`config.mk`:
```
export PLATFORM = sky130hd
export DESIGN_NAME = bar_write_decode
export DESIGN_NICKNAME = d
export VERILOG_FILES = /design/src/source/msix_pkg.sv /design/src/source/bar_write_decode.sv
export SDC_FILE = /design/constraint.sdc
export NUM_CORES = 1
export LEC_CHECK = 0
export BUFFER_PORTS_ARGS = -buffer_cell sky130_fd_sc_hd__buf_2
export CAP_MARGIN = 10
export CORE_MARGIN = 2
export CORE_UTILIZATION = 29
export CTS_BUF_LIST = sky130_fd_sc_hd__clkbuf_16
export DETAILED_ROUTE_END_ITERATION = 8
export GPL_TIMING_DRIVEN = 0
export PLACE_DENSITY = 0.95
export SYNTH_ARGS = -nofsm -noshare
export SYNTH_HDL_FRONTEND = slang
export SYNTH_SLANG_ARGS = --single-unit
```
`constraint.sdc`:
```
create_clock -name clk -period 4.36 [get_ports clk]
set_clock_uncertainty 0.15 [all_clocks]
set_input_delay 0.436 -clock clk [delete_from_list [all_inputs] [get_ports clk]]
set_output_delay 0.436 -clock clk [all_outputs]
set_load 0.01 [all_outputs]
```
`src/source/msix_pkg.sv`:
```
package msix_pkg;

    // ------------------------------------------------------------------------
    // bus widths
    // ------------------------------------------------------------------------
    localparam int ADDR_W     = 32;
    localparam int DATA_W     = 32;
    localparam int CTX_W      = 88;   // opaque completion context
    localparam int MSG_ADDR_W = 64;

    // vector table geometry
    localparam int NUM_VECTORS = 16;
    localparam int VEC_W       = 4;

    // ------------------------------------------------------------------------
    // BAR address map
    // ------------------------------------------------------------------------
    localparam logic [ADDR_W-1:0] CAP_OFFSET     = 32'h0000_0110;
    localparam logic [ADDR_W-1:0] TABLE_OFFSET   = 32'h0000_1000;
    localparam logic [ADDR_W-1:0] PBA_OFFSET     = 32'h0000_2000;
    localparam logic [ADDR_W-1:0] TRIGGER_OFFSET = 32'h0000_3000;
    localparam logic [ADDR_W-1:0] PAGE_MASK      = 32'hFFFF_F000;  // 4k page select

    // ------------------------------------------------------------------------
    // message control word layout
    // ------------------------------------------------------------------------
    localparam logic [7:0] MSIX_CAP_ID  = 8'h11;
    localparam logic [7:0] CAP_NEXT_PTR = 8'h00;  // end of capability list
    localparam int ENABLE_BIT   = 31;
    localparam int FMASK_BIT    = 30;
    localparam int TBL_SIZE_LSB = 16;
    localparam int TBL_SIZE_W   = 11;             // table size minus one
    localparam int NEXT_PTR_LSB = 8;

    // table entry words, 16 bytes per vector
    localparam logic [1:0] WORD_ADDR_LO = 2'd0;
    localparam logic [1:0] WORD_ADDR_HI = 2'd1;
    localparam logic [1:0] WORD_DATA    = 2'd2;
    localparam logic [1:0] WORD_CTRL    = 2'd3;

    // message credits towards the TLP engine
    localparam int MSI_CREDITS = 2;
    localparam int CREDIT_W    = $clog2(MSI_CREDITS + 1);

endpackage
```
`src/source/bar_write_decode.sv`:
```
module bar_write_decode (
    input  logic                             clk,
    input  logic                             rst,
    input  logic [msix_pkg::ADDR_W-1:0]      wr_addr,
    input  logic [3:0]                       wr_be,
    input  logic [msix_pkg::DATA_W-1:0]      wr_data,
    input  logic                             wr_valid,
    output logic [msix_pkg::NUM_VECTORS-1:0] tab_wr,
    output logic [1:0]                       tab_word,
    output logic [3:0]                       tab_be,
    output logic [msix_pkg::DATA_W-1:0]      tab_data,
    output logic [msix_pkg::NUM_VECTORS-1:0] trig,
    output logic                             msix_enable,
    output logic                             func_mask
);
    import msix_pkg::*;

    logic             table_hit;
    logic             trig_hit;
    logic             cap_hit;
    logic [VEC_W-1:0] tab_vec;
    logic [VEC_W-1:0] trig_vec;

    // ------------------------------------------------------------------------
    // page decode
    // ------------------------------------------------------------------------
    // only the first 16 entries of the table page exist
    assign table_hit = wr_valid && ((wr_addr & PAGE_MASK) == TABLE_OFFSET)
                       && (wr_addr[11:4+VEC_W] == '0);
    assign trig_hit  = wr_valid && ((wr_addr & PAGE_MASK) == TRIGGER_OFFSET);
    assign cap_hit   = wr_valid && (wr_addr[ADDR_W-1:2] == CAP_OFFSET[ADDR_W-1:2]);
    // pba page is read-only, nothing decodes it here

    assign tab_vec  = wr_addr[4 +: VEC_W];  // 16 bytes per entry
    assign trig_vec = wr_addr[2 +: VEC_W];  // one dword per vector

    // one-hot strobes towards the vector slots
    assign tab_wr   = table_hit ? (NUM_VECTORS'(1) << tab_vec) : '0;
    assign trig     = trig_hit ? (NUM_VECTORS'(1) << trig_vec) : '0;
    assign tab_word = wr_addr[3:2];
    assign tab_be   = wr_be;
    assign tab_data = wr_data;

    // ------------------------------------------------------------------------
    // message control register
    // ------------------------------------------------------------------------
    // only the top byte is writable, size and id are constants
    always_ff @(posedge clk) begin
        if (rst) begin
            msix_enable <= 1'b0;
            func_mask   <= 1'b1;  // masked until software sets it up
        end else if (cap_hit && wr_be[3]) begin
            msix_enable <= wr_data[ENABLE_BIT];
            func_mask   <= wr_data[FMASK_BIT];
        end
    end

endmodule

```
Yosys cells after proc, flatten, opt, wreduce, memory -nomap -nowiden
Cells that the tools add are included.
{"block": "totals", "word_cells": 15, "in_bits": 71, "output_inout_bits": 72, "ff_bits": 2}
{"block": "classes", "shifts": 2, "n_reduce_logical": 6, "n_eq_ne": 3, "mux": 2}
{"operator": "$mux 16", "count": 2}
{"operator": "$shl 1x4->16 const A", "count": 2}
{"operator": "$eq 30x7->1 const B", "count": 1}
{"operator": "$eq 20x1->1 const B", "count": 1}
{"operator": "$eq 20x2->1 const B", "count": 1}
{"operator": "$logic_and 1x1->1", "count": 5}
{"operator": "$logic_not 4->1", "count": 1}

Logic depth before layout (Yosys ltp)
{"block": "logic_depth", "word_depth": 4, "mapped_depth": 5, "ltp_nobuf": 4}

Least setup slack after synthesis
Ideal clock, no wire load.
{"block": "synth_path", "path_type": "input to output", "startpoint": "input port wr_addr[20] (netlist name)", "endpoint": "output port trig[11] (netlist name)", "arrival_ps": 1859, "required_time_ps": 3774, "setup_slack_ps": 1915, "path_buffers": 1, "stages": 5, "cell_sequence": "or4b_4 nor4_4 nand3_4 buf_6 nor3_1"}
{"block": "synth_between", "elab_chain_cells": 3}
{"element": "start, declared", "line": "bar_write_decode.sv:4", "rtl": "input logic [msix_pkg::ADDR_W-1:0] wr_addr,"}
{"element": "$eq 20x2->1", "line": "bar_write_decode.sv:30", "rtl": "assign trig_hit = wr_valid && ((wr_addr & PAGE_MASK) == TRIGGER_OFFSET);"}
{"element": "$logic_and 1x1->1", "line": "bar_write_decode.sv:30"}
{"element": "$mux 16", "line": "bar_write_decode.sv:39", "rtl": "assign trig = trig_hit ? (NUM_VECTORS'(1) << trig_vec) : '0;"}
{"element": "end, declared", "line": "bar_write_decode.sv:12", "rtl": "output logic [msix_pkg::NUM_VECTORS-1:0] trig,"}
No other way between the ends.

Worst setup path after layout
{"block": "layout_path", "startpoint": "input port wr_addr[20] (netlist name)", "endpoint": "output port tab_wr[5] (netlist name)"}
{"block": "layout_between", "elab_chain_cells": 4}
{"element": "$eq 20x1->1", "line": "bar_write_decode.sv:28", "rtl": "assign table_hit = wr_valid && ((wr_addr & PAGE_MASK) == TABLE_OFFSET)"}
{"element": "$logic_and 1x1->1", "line": "bar_write_decode.sv:28"}
{"element": "$logic_and 1x1->1", "line": "bar_write_decode.sv:29", "rtl": "&& (wr_addr[11:4+VEC_W] == '0);"}
{"element": "$mux 16", "line": "bar_write_decode.sv:38", "rtl": "assign tab_wr = table_hit ? (NUM_VECTORS'(1) << tab_vec) : '0;"}
{"element": "end, declared", "line": "bar_write_decode.sv:8", "rtl": "output logic [msix_pkg::NUM_VECTORS-1:0] tab_wr,"}
No other way between the ends.

==> results.tsv <==
stage	metric	value	unit
routing	WL per Instance	11.3	um
clocking	# hold bufs at CTS	0	
power_and_ir_drop	leakage power figure	0.796	nW
sta	setup_tns	0	ns
status	status	finished, final reports clean	
clocking	Clock Root Buffer	clkbuf_16	
power_and_ir_drop	Net Sw Frac	0.257	
yosys	area leader, netlist	buf_4	
yosys	YS warnings	0	
finish	antenna cell count	0	
routing	Residual DRC	0	
routing	total wire length	2810	um
grt	GRT Resource Usage Total	0.162	
clocking	# Post-CTS Setup Buffers	0	
clocking	worst skew pair latency	0.23	ns
sta	fin. max-slew vios	0	
hold_path	worst hold-check path type	flip-flop to flip-flop	
worst_setup_path	CP startpoint kind	input pin	
routing	drt initial violations	44	
clocking	Worst-path clk slew	0.03	ns
power_and_ir_drop	Max IR drop VDD	0.000212	V
finish	layout cells sized above 1	0.761	
worst_setup_path	critical path data required time	3.77	ns
grt	first-pass GRT wire length	4200	um
sta	FMAX	375	MHz
grt	vias in the first global route	1020	
clocking	H-tree depth	1	
power_and_ir_drop	Net Switching	0.0000639	W
place	placer congestion estimate	0.714	
clocking	TritonCTS Buffers	3	
clocking	Resize count post-CTS	0	
worst_setup_path	worst-path maximum fanout	10	
yosys	top cells by area, synth	buf_4 35%, nor3_2 12%, nor3_1 11%	
grt	antenna violations before repair	0	
yosys	Gate Count Post-Synth	108	
sta	worst slew pin tran	0.491	ns
finish	Final nets	291	
sta	Final period util	0.611	
place	placed cell areas	1400	um^2
floorplanning	Die W	57.2	um
grt	GRT Max-Usage Layer	met2	
sta	RSZ-0062 raised after global routing	no	
clocking	Clock Path Buffers	2	
finish	area delta synth->final	79.0	%
power_and_ir_drop	Sequential Power Share	0.074	
yosys	top cell type's share of synthesized area	0.347	
floorplanning	IO Count	143	
worst_setup_path	crit path DAT	2.08	ns
yosys	synth unique cells	23	
floorplanning	die area	3280	um^2
place	HPWL after DPL	2450	um
clocking	CTS tree	built	
floorplanning	Starting Density	0.301	
floorplanning	row count	19	
routing	first-pass iteration count of the detailed router	2	
floorplanning	Die Y	57.2	um
power_and_ir_drop	P_int	0.000185	W
place	PortBufs	107	
sta	setup violators final	0	
place	Cells after DPL	246	
yosys	Mapped Nets	179	
grt	met1 usage	0.170	
floorplanning	core area	2730	um^2
power_and_ir_drop	share of power burned in the clock network	0.566	
sta	Final Hold Fails	0	
routing	Final ANT Viol Nets	0	
worst_setup_path	critical path class	input pin to output pin	
finish	cell area after layout	1470	um^2
power_and_ir_drop	pwr dens	169	nW/um^2
clocking	number of clock sinks	2	
yosys	Syn Area/Cell	7.61	um^2
routing	via count	1129	
grt	largest net degree at the start of global routing	11	
routing	Via density	4.53	
sta	Slew headroom	0.673	
grt	met2 GRT Util	0.312	
grt	GRT overflow	0	
sta	min Tclk post-route	2.66	ns
yosys	cell area after synthesis	822	um^2
yosys	Seq/Total Area, Yosys	0.0487	
yosys	Yosys reg bits	2	
flow_run	Max Cap Viol	0	
worst_setup_path	CP endpoint kind	output pin	
finish	final cell count without fillers	249	
grt	met3 GRT Util	0.0363	
power_and_ir_drop	Gate power share	0.359	
## metal layers
| layer | part of all wire | wire length [um] | up-vias |
|---|---|---|---|
| li1 | - | - | 569 |
| met4 | 0.011 | 32 | 0 |
| met3 | 0.10 | 294 | 6 |
| met1 | 0.35 | 996 | 479 |
| met2 | 0.53 | 1480 | 75 |
| met5 | 0 | 0 | - |
## final cells by class
| class | instances | area (um^2) |
|---|---|---|
| buffer | 43 | 319 |
| multi-input combinational | 63 | 463 |
| sequential | 2 | 40.0 |
| fill | 257 | 1260 |
| clock buffer | 3 | 75.1 |
| timing repair buffer | 107 | 536 |
| tap | 31 | 38.8 |
## per-stage QoR
step / hold slack (ns) / setup slack [ns] / power [W] / utilization
after floorplan: 0.342 / 1.92 / 0.0000683 / -
after global placement: 0.313 / 1.68 / 0.000107 / 0.511
after detailed placement: 0.320 / 1.68 / 0.000109 / 0.511
after CTS: 0.324 / 1.68 / 0.000252 / 0.538
after global routing: 0.329 / 1.59 / 0.000259 / 0.538
final: 0.320 / 1.70 / 0.000249 / 0.538
## worst max-delay path, cell delays in order
cell	delay, ns
buf_2	0.10
or4b_4	0.53
nor4_4	0.30
nand4_4	0.20
buf_6	0.20
nor3_2	0.15
buf_2	0.15
## placed cells by master (no fill, tap or decap), types with 2 or more instances in the layout
master	instances
buf_6	2
nor2_1	3
nor3_1	18
nor3_2	10
clkbuf_1	3
nand2_1	2
buf_4	38
nand2b_1	7
clkbuf_16	3
nand3b_1	2
buf_2	107
dfxtp_1	2
nor4_1	8
mux2i_1	2
## cell families after synthesis
family        Yosys count  synth area share
mux                     2            0.0244
simple gates           61             0.539
buf+inv                43             0.388
flops                   2            0.0487
## synth_stat cells, drive strengths merged
cell type / instances
nand4: 1
nor3: 28
mux2i: 2
nand2b: 7
or4b: 1
or3b: 1
nor4b: 1
or4: 1
clkbuf: 3
and4: 1
dfxtp: 2
nand3: 2
buf: 40
nor4: 9
and3: 1
nand3b: 2
or2: 1
nand2: 2
nor2: 3
## state kept, by name, indices dropped and copies added (netlist names)
register,flops
func_mask,1
msix_enable,1
## worst paths after layout
| path | slack, ns | cells past startpoint | from | end |
|---|---|---|---|---|
| worst max-delay path | 1.70 | 7 | wr_addr[20] | tab_wr[5] |
| worst min-delay path | 0.32 | 2 | msix_enable | msix_enable |
| worst max register to register | 3.62 | 2 | func_mask | func_mask |
| worst min register to register | 0.32 | 2 | msix_enable | msix_enable |
## power by group through the flow
stage	Sequential, W	Clock [W]	Combinational (W)
after floorplan	0.0000187	0	0.0000497
after global placement	0.0000187	0	0.0000887
after detailed placement	0.0000187	0	0.0000900
after CTS	0.0000184	0.000143	0.0000903
after global routing	0.0000184	0.000144	0.0000970
final	0.0000184	0.000141	0.0000894
Power figures use the tool's default switching activity.
