==> src/source/msix_pkg.sv <==
package msix_pkg;

    // ------------------------------------------------------------------------
    // bus widths
    // ------------------------------------------------------------------------
    localparam int ADDR_W     = 32;
    localparam int DATA_W     = 32;
    localparam int CTX_W      = 88;   // opaque completion context
    localparam int MSG_ADDR_W = 64;

    // vector table geometry
    localparam int NUM_VECTORS = 16;
    localparam int VEC_W       = 4;

    // ------------------------------------------------------------------------
    // BAR address map
    // ------------------------------------------------------------------------
    localparam logic [ADDR_W-1:0] CAP_OFFSET     = 32'h0000_0110;
    localparam logic [ADDR_W-1:0] TABLE_OFFSET   = 32'h0000_1000;
    localparam logic [ADDR_W-1:0] PBA_OFFSET     = 32'h0000_2000;
    localparam logic [ADDR_W-1:0] TRIGGER_OFFSET = 32'h0000_3000;
    localparam logic [ADDR_W-1:0] PAGE_MASK      = 32'hFFFF_F000;  // 4k page select

    // ------------------------------------------------------------------------
    // message control word layout
    // ------------------------------------------------------------------------
    localparam logic [7:0] MSIX_CAP_ID  = 8'h11;
    localparam logic [7:0] CAP_NEXT_PTR = 8'h00;  // end of capability list
    localparam int ENABLE_BIT   = 31;
    localparam int FMASK_BIT    = 30;
    localparam int TBL_SIZE_LSB = 16;
    localparam int TBL_SIZE_W   = 11;             // table size minus one
    localparam int NEXT_PTR_LSB = 8;

    // table entry words, 16 bytes per vector
    localparam logic [1:0] WORD_ADDR_LO = 2'd0;
    localparam logic [1:0] WORD_ADDR_HI = 2'd1;
    localparam logic [1:0] WORD_DATA    = 2'd2;
    localparam logic [1:0] WORD_CTRL    = 2'd3;

    // message credits towards the TLP engine
    localparam int MSI_CREDITS = 2;
    localparam int CREDIT_W    = $clog2(MSI_CREDITS + 1);

endpackage
==> src/source/bar_read_mux.sv <==
module bar_read_mux (
    input  logic                                                      clk,
    input  logic [msix_pkg::CTX_W-1:0]                                rd_req_ctx,
    input  logic [msix_pkg::ADDR_W-1:0]                               rd_req_addr,
    input  logic                                                      rd_req_valid,
    input  logic                                                      msix_enable,
    input  logic                                                      func_mask,
    input  logic [msix_pkg::NUM_VECTORS-1:0][msix_pkg::MSG_ADDR_W-1:0] vec_addr,
    input  logic [msix_pkg::NUM_VECTORS-1:0][msix_pkg::DATA_W-1:0]     vec_data,
    input  logic [msix_pkg::NUM_VECTORS-1:0]                          vec_mask,
    input  logic [msix_pkg::NUM_VECTORS-1:0]                          vec_pending,
    output logic [msix_pkg::CTX_W-1:0]                                rd_rsp_ctx,
    output logic [msix_pkg::DATA_W-1:0]                               rd_rsp_data,
    output logic                                                      rd_rsp_valid
);
    import msix_pkg::*;

    logic [CTX_W-1:0]  ctx_1;
    logic [ADDR_W-1:0] addr_1;
    logic              valid_1;
    logic [DATA_W-1:0] ctrl_word;
    logic [DATA_W-1:0] rd_word;
    logic [VEC_W-1:0]  vec;

    // stage one, capture the request
    always_ff @(posedge clk) begin
        ctx_1   <= rd_req_ctx;
        addr_1  <= rd_req_addr;
        valid_1 <= rd_req_valid;
    end

    // ------------------------------------------------------------------------
    // word select
    // ------------------------------------------------------------------------
    always_comb begin
        ctrl_word                                  = '0;
        ctrl_word[ENABLE_BIT]                      = msix_enable;
        ctrl_word[FMASK_BIT]                       = func_mask;
        ctrl_word[TBL_SIZE_LSB +: TBL_SIZE_W]      = TBL_SIZE_W'(NUM_VECTORS - 1);
        ctrl_word[NEXT_PTR_LSB +: 8]               = CAP_NEXT_PTR;
        ctrl_word[7:0]                             = MSIX_CAP_ID;
    end

    assign vec = addr_1[4 +: VEC_W];

    always_comb begin
        rd_word = '0;  // unmapped reads as zero
        if (addr_1[ADDR_W-1:2] == CAP_OFFSET[ADDR_W-1:2]) begin
            rd_word = ctrl_word;
        end else if (((addr_1 & PAGE_MASK) == TABLE_OFFSET) && (addr_1[11:4+VEC_W] == '0)) begin
            case (addr_1[3:2])
                WORD_ADDR_LO: rd_word = vec_addr[vec][DATA_W-1:0];
                WORD_ADDR_HI: rd_word = vec_addr[vec][MSG_ADDR_W-1:DATA_W];
                WORD_DATA:    rd_word = vec_data[vec];
                default:      rd_word = DATA_W'(vec_mask[vec]);
            endcase
        end else if (((addr_1 & PAGE_MASK) == PBA_OFFSET) && (addr_1[11:2] == '0)) begin
            rd_word = DATA_W'(vec_pending);  // pending bits in the low half
        end
    end

    // stage two, the reply
    always_ff @(posedge clk) begin
        rd_rsp_ctx   <= ctx_1;
        rd_rsp_valid <= valid_1;
        rd_rsp_data  <= valid_1 ? rd_word : '0;
    end

endmodule

==> config.mk <==
export PLATFORM = sky130hd
export DESIGN_NAME = bar_read_mux
export DESIGN_NICKNAME = d
export VERILOG_FILES = /design/src/source/msix_pkg.sv /design/src/source/bar_read_mux.sv
export SDC_FILE = /design/constraint.sdc
export NUM_CORES = 1
export LEC_CHECK = 0
export BUFFER_PORTS_ARGS = -buffer_cell sky130_fd_sc_hd__buf_2
export CAP_MARGIN = 10
export CORE_AREA = 10 10 706 708
export DETAILED_ROUTE_END_ITERATION = 12
export DIE_AREA = 0 0 716 718
export GPL_ROUTABILITY_DRIVEN = 0
export GPL_TIMING_DRIVEN = 1
export PLACE_DENSITY = 0.3
export SLEW_MARGIN = 15
export SYNTH_ARGS = -nofsm -noshare
export SYNTH_HDL_FRONTEND = slang
export SYNTH_SLANG_ARGS = --single-unit
export TNS_END_PERCENT = 100
==> constraint.sdc <==
create_clock -name clk -period 2.45 [get_ports clk]
set_input_delay 0.3675 -clock clk [delete_from_list [all_inputs] [get_ports clk]]
set_output_delay 0.3675 -clock clk [all_outputs]
set_load 0.03 [all_outputs]
* After elaboration in Yosys (flattened, before gate mapping)
Cells that the tools add are included.
** Storage, ports and cells
- Word-level logic and storage cells :: 30
- Input bits :: 1692
- Output and inout port bits :: 121
- Register bits :: 242
** Operators by class
- Reduce and logical (&&, ||, !) cells :: 6
- Eq/ne operators :: 5
- Bitwise logic cells :: 1
- Multiplexer cells :: 10
- $lt $le $gt $ge :: 1
** Operators with widths (number)
- binary-select mux 64 bit (select 4 bit) :: 1
- binary-select mux 32 bit (select 4 bit) :: 1
- 2-to-1 mux 32 bit :: 3
- one-hot mux 32 bit (3 select lines) :: 1
- 2-to-1 mux 64 bit :: 1
- equality test 30 x 7 -> 1 bit, second input constant :: 1
- equality test 20 x 1 -> 1 bit, second input constant :: 1
- equality test 20 x 2 -> 1 bit, second input constant :: 1
- 2-to-1 mux 16 bit :: 1
- zero test 10 bit :: 1
- < comparator 4 x 5 -> 1 bit, second input constant :: 1
- binary-select mux 1 bit (select 4 bit) :: 1
- zero test 4 bit :: 1
- equality test 2 x 1 -> 1 bit, second input constant :: 1
- equality test 2 bit, second input constant :: 1
- logical AND 1 bit :: 2
- zero test 2 bit :: 1
- OR reduction 2 bit :: 1
- 2-to-1 mux 1 bit :: 1
- inverter 1 bit :: 1

* Longest topological paths before layout
- Word-level depth :: 5
- Depth in mapped cells :: 12
- Depth with buffers taken out :: 6

* Worst setup path before layout
Ideal clock, no wire load.
- Kind :: reg-to-reg
- Start point :: register addr_1[4]
- End point :: register rd_rsp_data[9] (netlist name)
- Setup slack :: 0.272 ns
- Library setup time :: 0.134 ns
- Clock period less this slack :: 2.178 ns
- Cell stages (with the launch flop) :: 8
- Required time :: 2.316 ns
- Arrival time :: 2.044 ns
- Buffers on the path :: 3
- Cell sequence :: dfxtp_1 -> buf_6 -> buf_4 -> buf_2 -> mux4_2 -> a221oi_1 -> o221a_2 -> o221ai_2
** Between the ends
- Longest elaborated chain between the ends :: 4
- Elaborated cells on any way between the ends :: 11
- Those cells by class :: eq/ne (1); mux (7); reduce/logical (3)
** RTL lines
- from (decl) :: RTL line bar_read_mux.sv:19 : logic [ADDR_W-1:0] addr_1;
- from (signal assigned) :: RTL line bar_read_mux.sv:28 : addr_1 <= rd_req_addr;
- binary-select mux 32 bit (select 4 bit), or another cell as far along :: RTL line bar_read_mux.sv:54 : WORD_DATA: rd_word = vec_data[vec];
- 2-to-1 mux 32 bit (implied by the code), or another cell as far along :: RTL line bar_read_mux.sv:54
- one-hot mux 32 bit (3 select lines) / 2-to-1 mux 16 bit (equally long branches) :: RTL line bar_read_mux.sv:51, bar_read_mux.sv:57
- 2-to-1 mux 32 bit :: RTL line bar_read_mux.sv:50 : end else if (((addr_1 & PAGE_MASK) == TABLE_OFFSET) && (addr_1[11:4+VEC_W] == '0)) begin
- to (signal assigned) :: RTL line bar_read_mux.sv:66 : rd_rsp_data <= valid_1 ? rd_word : '0;
- to (decl) :: RTL line bar_read_mux.sv:13 : output logic [msix_pkg::DATA_W-1:0] rd_rsp_data,
Parallel ways exist; a longest one is shown, timed or not. The select of a mux whose other input is x is not followed.
A chain may end at the register's enable or synchronous reset.

* Final worst setup path
- Start point :: register addr_1[4]
- End point :: register rd_rsp_data[30] (netlist name)
** Between the ends
- Longest elaborated chain between the ends :: 5
- Elaborated cells on any way between the ends :: 8
- Those cells by class :: eq/ne (1); mux (7)
** RTL lines
- binary-select mux 32 bit (select 4 bit) / binary-select mux 64 bit (select 4 bit) (equally long branches) :: RTL line bar_read_mux.sv:54, bar_read_mux.sv:52, bar_read_mux.sv:53
- 2-to-1 mux 32 bit (implied by the code) / 2-to-1 mux 64 bit (equally long branches) :: RTL line bar_read_mux.sv:54, bar_read_mux.sv:53
- one-hot mux 32 bit (3 select lines) :: RTL line bar_read_mux.sv:51 : case (addr_1[3:2])
- 2-to-1 mux 32 bit :: RTL line bar_read_mux.sv:50
- 2-to-1 mux 32 bit (*) :: RTL line bar_read_mux.sv:48 : if (addr_1[ADDR_W-1:2] == CAP_OFFSET[ADDR_W-1:2]) begin
Mark *: on every way between the ends. The rest lies on a longest branch, timed or not. The select of a mux whose other input is x is not followed.

==> impl_metrics.ini <==
[status]
outcome = finished with violations
violations = setup timing

[floorplan]
start_util = 0.0368
dieHeight_um = 718
core_area_um2 = 484000
floorplan.die_area_um2 = 514000
io_pins = 1813
die_w_um = 716
row_count = 256

[layout]
final_net_count = 5176
area_growth_pct = 133
fin_util = 0.0857
drive_above_1_share = 0.777

[yosys]
ys_async_sr_fraction = 0
syn_area_um2 = 17800
synth_area_leader_cell = mux4_2
synth_cell_types = 56
synth-edff-count = 0
yosysSeqAreaShare = 0.270
yosysWarnings = 0
synth_area_leaders = mux4_2, dfxtp_1, mux2i_1, nand2_1, a22o_1
postSynthAreaPerCell_um2 = 13.8
synth-main-ff-cell = dfxtp_1
ys_ff_latch = 240
netlist.area_leader.share = 0.460
synth_nets = 2985
syn_inst = 1293

[cts]
cts-htree-levels = 2
clock-sinks = 240
cts_buffer_depth = 3
numCtsBuffers = 34
clk_pin_slew_ps = 70
cts_root_buf = clkbuf_16
clock_latency_ps = 700
cts_tree = done

[setup_path]
arrival_ps = 3360
startpoint_type = flip-flop
critPathMaxFanout = 9
path_class = reg2reg
critical_path.max_stage_delay_ps = 600
r2r_cells = 10
crit_end = rd_rsp_data[30]$_SDFF_PN0_
cp_common_cell = buf_4
regToRegEndpoint = rd_rsp_data[30]$_SDFF_PN0_
cp_cell_sequence = buf_12 > buf_4 > mux4_2 > nor2_4 > nor3_1 > a211oi_4 > buf_4 > o211ai_1 > buf_4 > a22o_1
r2r-start = addr_1[4]$_DFF_P_
cp.required_ps = 3040
reg2reg_slack_ps = -320
end_kind = flip-flop
crit_start = addr_1[4]$_DFF_P_
slowest_stage = mux4_2

[timing]
fin_crit_ps = 2770
fin_skew_ps = 90.3
slew_violations = 0
tightest_slew_ps = 830
whs_ps = 207
hold_violations = 0
rsz0062_at_grt = true
post-route-period-util = 1.13
setup_viol = 31
max_freq_mhz = 361
finalWorstSetupSlack_ps = -316
slew_headroom = 0.447

[placement]
numPortBuffers = 1810
hpwl_mm = 300
place_ws_ps = -1510

[drt]
wire_per_inst_um = 31.9
ant_nets = 0
wl_met3_mm = 32.8
drc = 0
wl_met2_mm = 161
met1Wirelength_mm = 120
dr.pass1.iters = 5
num_vias = 24630
highest_layer = met5
via_per_inst = 2.45
wirelength_mm = 322
drt_iter0_drc = 1630

[grt]
grt_antenna_before_repair = 391
grt_pass1_wl_mm = 378
grt_pass1_vias = 25798
grt_usage = 0.119
grt_overflow = 0
grt_max_degree = 68

[hold_path]
hold_path.class = in2reg

[power_and_ir_drop]
p_per_area_nw_per_um2 = 390
vdd_drop_max_v = 0.000495
p_leak_nw = 16.5

[flow_run]
drv_cap = 0
## layout make-up
cell class                      instances  area (um^2)
Fill cell                           56740       443000
Multi-Input combinational cell        903        12800
Clock buffer                           46          956
Tap cell                             6450         8070
Inverter                                3         16.3
Timing Repair Buffer                 2302        14300
Sequential cell                       240         4820
Clock inverter                         15          226
Antenna cell                          112          280
## registers in the layout, indices dropped and copies added, names as in the netlist
register and flops:
rd_rsp_data 32, rd_rsp_ctx 88, rd_rsp_valid 1, addr_1 30, ctx_1 88, valid_1 1
## per-layer routing
layer / vias to the layer above / track usage
met5: - / 0
met4: 214 / 0.0147
met3: 690 / 0.0554
met2: 1800 / 0.216
met1: 11868 / 0.129
li1: 10058 / -
## report_power, final
part | internal, mW | leakage [nW] | switching [mW]
Clock | 3.11 | 0.579 | 2.43
Sequential | 4.08 | 2.01 | 0.0541
Combinational | 3.14 | 13.9 | 3.38
Total | 10.3 | 16.5 | 5.87
## cells in the mapped netlist (5+ instances only)
cell type,count
a21oi_1,34
nor2b_1,12
buf_2,45
buf_6,25
a211o_1,6
mux4_2,364
buf_4,16
a31oi_1,15
a22o_1,35
mux2_2,14
nor4_1,5
nor2_1,27
a211oi_1,18
a221oi_1,13
nand2b_1,6
o21ai_0,13
nand2_1,110
o211ai_1,6
o21ai_1,6
o221ai_1,6
buf_1,14
o2111ai_1,13
a221oi_2,9
o221a_2,12
mux2i_1,107
dfxtp_1,240
clkbuf_1,43
a22oi_1,21
nand3_1,11
## timing repair
| item | CTS | global route |
|---|---|---|
| cloned | 2 | 2 |
| setup buffers | 5 | 20 |
| pin swaps | 14 | 11 |
| endpoints found under the setup margin | 32 | 32 |
| hold endpoints to repair | 134 | 0 |
| hold buffers | 134 | 0 |
| resized for setup | 92 | 50 |
## cells by family (layout without fill, tap and decap cells)
logic type,Yosys count,after routing,share of synthesized area
buf+inv,150,2366,0.0518
other cells,0,112,0
simple gates,192,192,0.0488
compound gates,226,226,0.101
mux,485,485,0.529
flops,240,240,0.270
## cell usage in the layout, fill, tap and decap left out, drive strengths merged, types with 13 or more instances in the layout
cell type	netlist	routed
a211oi	18	18
a21oi	34	34
a221oi	22	22
a22o	35	35
a22oi	21	21
a31oi	15	15
buf	104	2164
clkbuf	43	48
dfxtp	240	240
diode	0	112
dlygate4sd3	0	134
mux2	14	14
mux2i	107	107
mux4	364	364
nand2	111	111
nor2	27	27
o2111ai	13	13
o21ai	19	19
## worst max-delay path, delay by kind of cell (launching register included)
kind / cells / cell delay, ps
buffers and inverters: 4 / 690
flip-flops: 1 / 390
multiplexers: 1 / 600
AO/OA/AOI/OAI: 3 / 760
AND/OR/NAND/NOR: 2 / 240
## worst min-delay path by stage
stage	depth (start not counted)	startpoint	end	slack (ps)
floorplan	0	ctx_1[0]$_DFF_P_	rd_rsp_ctx[0]$_DFF_P_	310
global route	3	vec_pending[10]	rd_rsp_data[10]$_SDFF_PP0_	150
global placement	0	ctx_1[54]$_DFF_P_	rd_rsp_ctx[54]$_DFF_P_	310
detailed placement	0	ctx_1[65]$_DFF_P_	rd_rsp_ctx[65]$_DFF_P_	310
CTS	3	vec_pending[10]	rd_rsp_data[10]$_SDFF_PP0_	150
finish	3	vec_pending[10]	rd_rsp_data[10]$_SDFF_PP0_	210
## metrics by stage
stage          setup TNS, ps  instances  power (mW)  instance area [um^2]
6_report               -5040      10071        16.2                 41500
5_1_grt                -9040       9983        17.1                 41300
4_1_cts                -8450       9937        16.8                 40800
3_5_place_dp          -14730       9735        10.6                 37600
3_3_place_gp          -14910       9735        10.6                 37600
2_1_floorplan              0       1293        6.30                 17800
No activity file was read; power rests on OpenSTA's default activity.
