$ cat src/source/msix_pkg.sv
package msix_pkg;

    // ------------------------------------------------------------------------
    // bus widths
    // ------------------------------------------------------------------------
    localparam int ADDR_W     = 32;
    localparam int DATA_W     = 32;
    localparam int CTX_W      = 88;   // opaque completion context
    localparam int MSG_ADDR_W = 64;

    // vector table geometry
    localparam int NUM_VECTORS = 16;
    localparam int VEC_W       = 4;

    // ------------------------------------------------------------------------
    // BAR address map
    // ------------------------------------------------------------------------
    localparam logic [ADDR_W-1:0] CAP_OFFSET     = 32'h0000_0110;
    localparam logic [ADDR_W-1:0] TABLE_OFFSET   = 32'h0000_1000;
    localparam logic [ADDR_W-1:0] PBA_OFFSET     = 32'h0000_2000;
    localparam logic [ADDR_W-1:0] TRIGGER_OFFSET = 32'h0000_3000;
    localparam logic [ADDR_W-1:0] PAGE_MASK      = 32'hFFFF_F000;  // 4k page select

    // ------------------------------------------------------------------------
    // message control word layout
    // ------------------------------------------------------------------------
    localparam logic [7:0] MSIX_CAP_ID  = 8'h11;
    localparam logic [7:0] CAP_NEXT_PTR = 8'h00;  // end of capability list
    localparam int ENABLE_BIT   = 31;
    localparam int FMASK_BIT    = 30;
    localparam int TBL_SIZE_LSB = 16;
    localparam int TBL_SIZE_W   = 11;             // table size minus one
    localparam int NEXT_PTR_LSB = 8;

    // table entry words, 16 bytes per vector
    localparam logic [1:0] WORD_ADDR_LO = 2'd0;
    localparam logic [1:0] WORD_ADDR_HI = 2'd1;
    localparam logic [1:0] WORD_DATA    = 2'd2;
    localparam logic [1:0] WORD_CTRL    = 2'd3;

    // message credits towards the TLP engine
    localparam int MSI_CREDITS = 2;
    localparam int CREDIT_W    = $clog2(MSI_CREDITS + 1);

endpackage
$ cat src/source/msix_vector.sv
module msix_vector (
    input  logic                            clk,
    input  logic                            rst,
    input  logic                            tab_wr,
    input  logic [1:0]                      tab_word,
    input  logic [3:0]                      tab_be,
    input  logic [msix_pkg::DATA_W-1:0]     tab_data,
    input  logic                            trig,
    input  logic                            grant,
    output logic [msix_pkg::MSG_ADDR_W-1:0] addr,
    output logic [msix_pkg::DATA_W-1:0]     data,
    output logic                            mask,
    output logic                            pending,
    output logic                            req
);
    import msix_pkg::*;

    // table entry, byte-enabled update
    always_ff @(posedge clk) begin
        if (rst) begin
            addr <= '0;
            data <= '0;
            mask <= 1'b1;  // every vector starts masked
        end else if (tab_wr) begin
            for (int b = 0; b < 4; b++) begin
                if (tab_be[b]) begin
                    case (tab_word)
                        WORD_ADDR_LO: addr[8*b +: 8]          <= tab_data[8*b +: 8];
                        WORD_ADDR_HI: addr[DATA_W+8*b +: 8]   <= tab_data[8*b +: 8];
                        WORD_DATA:    data[8*b +: 8]          <= tab_data[8*b +: 8];
                        default: ;    // control word handled below
                    endcase
                end
            end
            // vector control keeps only the mask bit
            if (tab_word == WORD_CTRL && tab_be[0]) begin
                mask <= tab_data[0];
            end
        end
    end

    // pending bit, a new trigger beats a grant in the same cycle
    always_ff @(posedge clk) begin
        if (rst) begin
            pending <= 1'b0;
        end else if (trig) begin
            pending <= 1'b1;
        end else if (grant) begin
            pending <= 1'b0;
        end
    end

    assign req = pending && !mask;

endmodule

$ cat config.mk
export PLATFORM = sky130hd
export DESIGN_NAME = msix_vector
export DESIGN_NICKNAME = d
export VERILOG_FILES = /design/src/source/msix_pkg.sv /design/src/source/msix_vector.sv
export SDC_FILE = /design/constraint.sdc
export NUM_CORES = 1
export LEC_CHECK = 0
export BUFFER_PORTS_ARGS = -buffer_cell sky130_fd_sc_hd__buf_4
export CORE_AREA = 2 2 94 96
export DETAILED_ROUTE_END_ITERATION = 12
export DIE_AREA = 0 0 96 98
export GPL_ROUTABILITY_DRIVEN = 0
export GPL_TIMING_DRIVEN = 1
export PLACE_DENSITY = 0.79
export SYNTH_ARGS = -nofsm -noshare
export SYNTH_HDL_FRONTEND = slang
export SYNTH_SLANG_ARGS = --single-unit
export TNS_END_PERCENT = 30
$ cat constraint.sdc
create_clock -name clk -period 0.9 [get_ports clk]
set_input_delay 0.045 -clock clk [delete_from_list [all_inputs] [get_ports clk]]
set_output_delay 0.045 -clock clk [all_outputs]
set_load 0.1 [all_outputs]
### After elaboration in Yosys (flattened, before gate mapping)

Cells that the tools add are included.

* eq/ne operators: 3
* mux-type cells: 2
* reduce and logical (&&, ||, !) cells: 18

Operators with widths (count)
* $reduce_and A3 Y1: 12
* $eq A2 B2 Y1 const B: 2
* $eq A2 B1 Y1 const B: 1
* $logic_and A1 B1 Y1: 2
* $logic_not A2 Y1: 1
* $mux W1: 2
* $reduce_and A2 Y1: 1
* $reduce_bool A2 Y1: 1
* $logic_not A1 Y1: 1

* register bits: 98
* bits of input ports: 43
* word-level logic and storage cells: 37

### Logic depth before layout (Yosys ltp)

Gate-level depths: netlist of run 1.

* depth after elaboration: 3
* gate-level depth with buffers: 4

### Worst setup path before layout of run 1

No wires, ideal clock.

* path type: register to output
* start: register pending
* end: output port req
* data arrival time: 2.392 ns
* data required time: 0.855 ns
* setup slack: -1.537 ns
* cell stages (with the launch flop): 2
* buffers on the path: 0
* cells stage by stage: dfxtp_1 > nor2b_1

* word-level cells in the longest chain between the ends: 1

Ends and longest elaborated chain
* start: declaration: line msix_vector.sv:13 `output logic pending,`
* start signal: assignment: line msix_vector.sv:45 `pending <= 1'b0;`
* start signal: assignment: line msix_vector.sv:47 `pending <= 1'b1;`
* start signal: assignment: line msix_vector.sv:49 `pending <= 1'b0;`
* $logic_and A1 B1 Y1: line msix_vector.sv:53 `assign req = pending && !mask;`
* end: declaration: line msix_vector.sv:14 `output logic req`

Every way passes these cells.

### Worst setup path after layout of run 1

Ends and elaborated chain as after synthesis.

==> impl_metrics.csv, run 1 <==
group,metric,value,unit
outcome,status,"finished with violations",
outcome,violations,"hold timing, setup timing",
final_layout,syn_to_final_growth,76.6,%
synthesis,avgSynthCellArea,11.0,um2
synthesis,synth-edff-count,0,
grt,overflow,0,
final_layout,fin_nets,582,
place,place_inst,609,
sta,clock_skew,0,ns
synthesis,synth_top_cell_area_share,47.8,%
pwr,peakVddDrop,940,uV
sta,fin_crit_sh,122,%
sta,slew_headroom,79.4,%
clock_network,cts_tree,"done",
synthesis,synth_common_cells,"nand2b_1 (129), dfxtp_1 (98), mux2i_1 (97)",
pwr,p_leak,3.15,nW
synthesis,synth_cells,374,
setup_path,cp-startpoint,"pending$_SDFFE_PP0P_",
floorplanning,core,8470,um2
sta,setup_violations,99,
synthesis,netlist-cell-type-count,18,
final_layout,fillers,412,
pwr,combPwrFrac,20.9,%
floorplanning,start_util,48.5,%
drt,wirelength,11700,um
clock_network,clk_pin_slew,0.11,ns
place,place.detailed.hpwl,6700,um
setup_path,r2r-start,"addr[9]$_SDFFE_PP0P_",
final_layout,drive_gt1_share,52.2,%
drt,via_per_inst,5.00,
sta,hold_viol,1,
floorplanning,die_x,96,um
job,cap_violations,0,
sta,whs,-0.00263,ns
grt,grt_pass1_wl,18500,um
setup_path,path_depth,2,
drt,drt_iter0_drc,78,
pwr,seq_power_share,48.8,%
synthesis,ys_warn_count,0,
clock_network,cts_buffer_depth,2,
grt,grt_max_degree,45,
worst_hold_path,hold_path_depth,3,
drt,ant_nets,0,
pwr,clkPwrFrac,30.3,%
setup_path,cpMaxStageDelayCell,"dfxtp_4",
setup_path,path_cells,"nor2b_4 > buf_12",
clock_network,clock_latency,0.35,ns
sta,worst_slack,-0.199,ns
setup_path,critPathRequiredTime,0.85,ns
pwr,power,9.03,mW
sta,tightest_slew,0.308,ns
clock_network,numCtsBuffers,9,
sta,fmax,910,MHz
final_layout,n_antenna_cell,0,
pwr,p_sw,2.87,mW
setup_path,setup.worst_path.class,"reg -> out",
setup_path,critPathMaxStageDelay,0.36,ns
synthesis,yosys.area.top_type,"dfxtp_1",
clock_network,htreeDepth,3,
setup_path,path_buf_inv,1,
setup_path,worstSetupStartpointType,"flip-flop",
grt,grt_usage,25.6,%
setup_path,cp.arrival,1.05,ns
drt,dr_total_vias,3263,
floorplanning,rows,34,
setup_path,end_kind,"output pin",
setup_path,crit_end,"req",
grt,grt_antenna_before_repair,0,
drt,post-route-drc-count,0,
synthesis,ys_seq_area_share,47.8,%
setup_path,cp_top_family,"flip-flops",
drt,dr.pass1.iters,4,
synthesis,synthTopCellsByArea,"dfxtp_1 (48%), mux2i_1 (24%), nand2b_1 (20%)",
pwr,internal-power,6.16,mW
sta,slew_violations,0,
place,io_buffers,141,
setup_path,ff2ff_path_depth,3,
synthesis,synth_most_common_cell,"nand2b_1",
pwr,switching_share,31.8,%
setup_path,r2r_setup_slack,0.12,ns
clock_network,root_buffer,"clkbuf_8",
floorplanning,die_h,98,um
place,place_area,5530,um2
grt,grt_pass1_vias,3605,
sta,period_needed,1.10,ns
clock_network,clock-sinks,98,
synthesis,syn_area,4110,um2
synthesis,syn-num-nets,417,
final_layout,design_area,7250,um2
floorplanning,pin_count,142,
pwr,power_density,1240,nW/um2
drt,wire_per_inst,17.9,um
sta,rsz0062_at_grt,"yes",
synthesis,synth-seq-cells,98,
worst_hold_path,hold_path.class,"in -> reg",
floorplanning,dieArea,9410,um2
synthesis,synth_ff_type,"dfxtp_1",
synthesis,async_flop_share,0,%
setup_path,crit_fanout,2,
final_layout,layout.cells.non_filler,652,
setup_path,timing.rr.end,"addr[9]$_SDFFE_PP0P_",
[timing repair]
action,CTS,global route
buffers inserted,3,6
resized for setup,332,8
setup endpoints to repair,99,99
hold buffers,18,0
hold endpoints to repair,32,0
[per-stage QoR]
stage / hold slack [ns] / worst slack [ns] / utilization (%) / setup TNS [ns]
after global placement: 0.281 / -0.0220 / 65.3 / -0.0777
after CTS: 0.00236 / -0.198 / 84.9 / -5.79
after global routing: 0.00860 / -0.238 / 85.7 / -8.23
after floorplan: 0.164 / -0.332 / - / -16.10
after detailed placement: 0.314 / -0.0300 / 65.3 / -0.332
final: -0.00263 / -0.199 / 85.7 / -5.09
[registers in the layout, summed over array words and instances, names as in the netlist]
register / count
addr: 64
data: 32
pending: 1
mask: 1
[metal layers]
layer / global-route usage (%) / vias to the layer above / share of wire [%]
met5: 0 / - / 0
met4: 7.25 / 0 / 1.4
met3: 7.02 / 14 / 5.1
met2: 47.4 / 91 / 54
met1: 27.8 / 1579 / 39
li1: - / 1579 / -
[worst min-delay path by stage]
stage	from	end	slack, ns
2_1_floorplan	trig	pending$_SDFFE_PP0P_	0.16
3_3_place_gp	trig	pending$_SDFFE_PP0P_	0.28
3_5_place_dp	trig	pending$_SDFFE_PP0P_	0.31
4_1_cts	tab_data[15]	addr[15]$_SDFFE_PP0P_	0.002
5_1_grt	tab_data[26]	addr[26]$_SDFFE_PP0P_	0.009
6_report	tab_data[26]	addr[26]$_SDFFE_PP0P_	-0.003
[worst min-delay path: cells and delay by family]
kind                   cells  cell delay, ns
and+or+nand+nor            1            0.08
muxes                      1            0.12
buffers and inverters      1            0.08
[cell usage in the layout (no fill, tap or decap), types with 2 or more instances in the layout]
cell	count
nand2b_1	129
buf_12	103
mux2i_1	97
dfxtp_4	63
buf_4	61
dfxtp_2	35
dlygate4sd3_1	18
clkbuf_8	9
and4b_1	4
nand4bb_1	4
nand4b_1	3
nand4b_2	2
nor2_1	2
inv_6	2
inv_8	2
[layout make-up]
class,count,area [um2],area share (%)
Timing Repair Buffer,183,2710,37.4
Sequential cell,98,2240,30.9
Multi-Input combinational cell,246,1980,27.2
Tap cell,108,135,1.86
Clock buffer,9,124,1.71
Clock inverter,7,61.3,0.845
Inverter,1,3.75,0.0518
[power by group through the flow]
stage	clock (mW)	sequential (mW)	combinational (mW)
2_1_floorplan	0	5.16	0.416
3_3_place_gp	0	4.45	1.51
3_5_place_dp	0	4.46	1.54
4_1_cts	2.75	4.41	1.84
5_1_grt	2.97	4.42	1.96
6_report	2.74	4.41	1.89
[logic make-up (layout without fill, tap and decap cells)]
| group | after synthesis | in the layout | synth area share, % |
|---|---|---|---|
| flops | 98 | 98 | 47.8 |
| mux | 97 | 97 | 23.6 |
| buf+inv | 30 | 200 | 4.33 |
| simple gates | 148 | 148 | 24.2 |
| compound gates | 1 | 1 | 0.122 |
Note: power is estimated with default switching activity, not from simulation.
==> run 2: changes to the inputs <==
SLEW_MARGIN = 20   (was not set)
clock period = 1.1 ns   (was 0.9 ns; I/O delays follow)
==> impl_metrics.csv, run 2 (same netlist as run 1, synthesis figures left out) <==
group,metric,value,unit
floorplanning,die_x,96,um
pwr,combPwrFrac,17.8,%
pwr,switching_share,28.9,%
clock_network,htreeDepth,3,
clock_network,cts_tree,"done",
clock_network,post_cts_buffers,0,
setup_path,r2r-start,"addr[45]$_SDFFE_PP0P_",
final_layout,layout_common_cells,"nand2b_1 (129), buf_4 (107), mux2i_1 (97), dfxtp_1 (70), buf_6 (41)",
sta,period_needed,1.09,ns
final_layout,drive_gt1_share,39.0,%
setup_path,r2r_setup_slack,0.42,ns
grt,grt_pass1_vias,3074,
setup_path,cp_top_family,"flip-flops",
clock_network,clock-sinks,98,
place,place.detailed.hpwl,6800,um
floorplanning,pin_count,142,
worst_hold_path,hold_path.class,"in -> reg",
setup_path,cpMaxStageDelayCell,"dfxtp_4",
drt,wire_per_inst,14.9,um
sta,setup_violations,0,
setup_path,crit_fanout,3,
clock_network,clk_pin_slew,0.09,ns
drt,via_per_inst,4.86,
job,cap_violations,0,
outcome,status,"completed",
sta,tightest_slew,0.291,ns
setup_path,end_kind,"output pin",
drt,dr.pass1.iters,4,
final_layout,fin_nets,558,
clock_network,root_buffer,"clkbuf_8",
place,dp_worst_setup_slack,0.156,ns
setup_path,path_buf_inv,1,
final_layout,syn_to_final_growth,40.2,%
drt,dr_total_vias,3055,
pwr,seq_power_share,50.9,%
place,place_area,5350,um2
final_layout,design_area,5760,um2
sta,worst_slack,0.0134,ns
final_layout,regMostFlops,"addr",
pwr,internal-power,5.15,mW
drt,drt_iter0_drc,71,
sta,hold_viol,0,
floorplanning,core,8470,um2
pwr,power_density,1260,nW/um2
setup_path,critPathMaxStageDelay,0.36,ns
final_layout,layout_commonest_cell,"nand2b_1",
setup_path,ff2ff_path_depth,2,
drt,wirelength,9370,um
setup_path,critPathRequiredTime,1.04,ns
pwr,p_sw,2.09,mW
pwr,clkPwrFrac,31.4,%
setup_path,cp.arrival,1.03,ns
clock_network,clock_latency,0.34,ns
grt,grt_max_degree,53,
floorplanning,dieArea,9410,um2
sta,rsz0062_at_grt,"yes",
pwr,p_leak,2.75,nW
final_layout,utilization,68.0,%
grt,grt_usage,19.8,%
final_layout,largest_register_ffs,64,
sta,fmax,920,MHz
sta,slew_headroom,80.5,%
sta,fin_crit_sh,98.8,%
grt,grt_antenna_before_repair,0,
floorplanning,start_util,48.5,%
grt,grt_pass1_wl,14600,um
clock_network,cts_buffer_depth,2,
pwr,peakVddDrop,880,uV
worst_hold_path,holdPathEnd,"data[6]$_SDFFE_PP0P_",
setup_path,path_cells,"nor2b_4 > buf_12",
place,io_buffers,141,
grt,overflow,0,
sta,clock_skew,0,ns
final_layout,n_antenna_cell,0,
setup_path,timing.rr.end,"addr[45]$_SDFFE_PP0P_",
sta,slew_violations,0,
floorplanning,die_h,98,um
final_layout,reg.largest.list,"addr (64), data (32)",
worst_hold_path,hold_path_depth,3,
worst_hold_path,min-delay-start,"tab_data[6]",
setup_path,worstSetupStartpointType,"flip-flop",
setup_path,setup.worst_path.class,"reg -> out",
floorplanning,rows,34,
clock_network,numCtsBuffers,9,
drt,ant_nets,0,
drt,post-route-drc-count,0,
## run 2: cell types whose count changed in the layout (fill, tap and decap cells not counted), moves of 8 or more
cell | before | now
buf_6 | 1 | 41
dfxtp_4 | 63 | 1
buf_12 | 103 | 7
dfxtp_1 | 0 | 70
buf_4 | 61 | 107
dfxtp_2 | 35 | 27
dlygate4sd3_1 | 18 | 4
## run 2: worst max-delay path by stage
stage	start	endpoint	slack [ns]	cells past startpoint
final	pending$_SDFFE_PP0P_	req	0.01	2
after global routing	pending$_SDFFE_PP0P_	req	-0.04	2
after CTS	pending$_SDFFE_PP0P_	req	-0.002	2
after detailed placement	tab_word[1]	addr[51]$_SDFFE_PP0P_	0.16	4
after global placement	tab_word[0]	data[0]$_SDFFE_PP0P_	0.18	3
after floorplan	addr[24]$_SDFFE_PP0P_	addr[24]$_SDFFE_PP0P_	-0.13	2
## run 2: power groups by stage
stage | Clock (mW) | Sequential, mW | Combinational [mW]
finish | 2.27 | 3.68 | 1.29
global route | 2.47 | 3.69 | 1.34
CTS | 2.34 | 3.68 | 1.27
detailed placement | 0 | 3.76 | 1.26
global placement | 0 | 3.76 | 1.24
floorplan | 0 | 4.33 | 0.341
## run 2: what timing repair did
action                                 CTS  global route
setup endpoints to repair                2            41
gates resized for setup                  4            40
hold buffers                             4             0
pin swaps                                0             0
endpoints found under the hold margin    4             0
## run 2: tightest hold or removal path, stage by stage
cell      delay (ns)
buf_4           0.08
nand2b_1        0.07
mux2i_1         0.12
## run 2: layer usage
| layer | part of all wire, % | vias up | GRT usage, % |
|---|---|---|---|
| li1 | - | 1521 | - |
| met1 | 43 | 1435 | 24.0 |
| met2 | 49 | 82 | 32.7 |
| met3 | 5.7 | 17 | 6.56 |
| met4 | 2.2 | 0 | 6.81 |
| met5 | 0 | - | 0 |
## run 2: layout make-up
type | count | area [um2]
well taps | 108 | 135
multi-input cells | 246 | 1980
flip-flops and latches | 98 | 2000
inverters | 1 | 3.75
repair buffers | 159 | 1450
clock buffers | 13 | 180
fillers | 665 | 2710
clock inverters | 3 | 20.0
## run 2: stage by stage
step                hold WS (ns)  std cells  setup TNS [ns]  power, mW
global placement           0.295        608               0       5.00
floorplan                  0.174        374           -9.06       4.67
global route              0.0116        628         -0.0403       7.50
CTS                      0.00356        628        -0.00194       7.29
detailed placement         0.328        608               0       5.02
finish                    0.0173        628               0       7.24
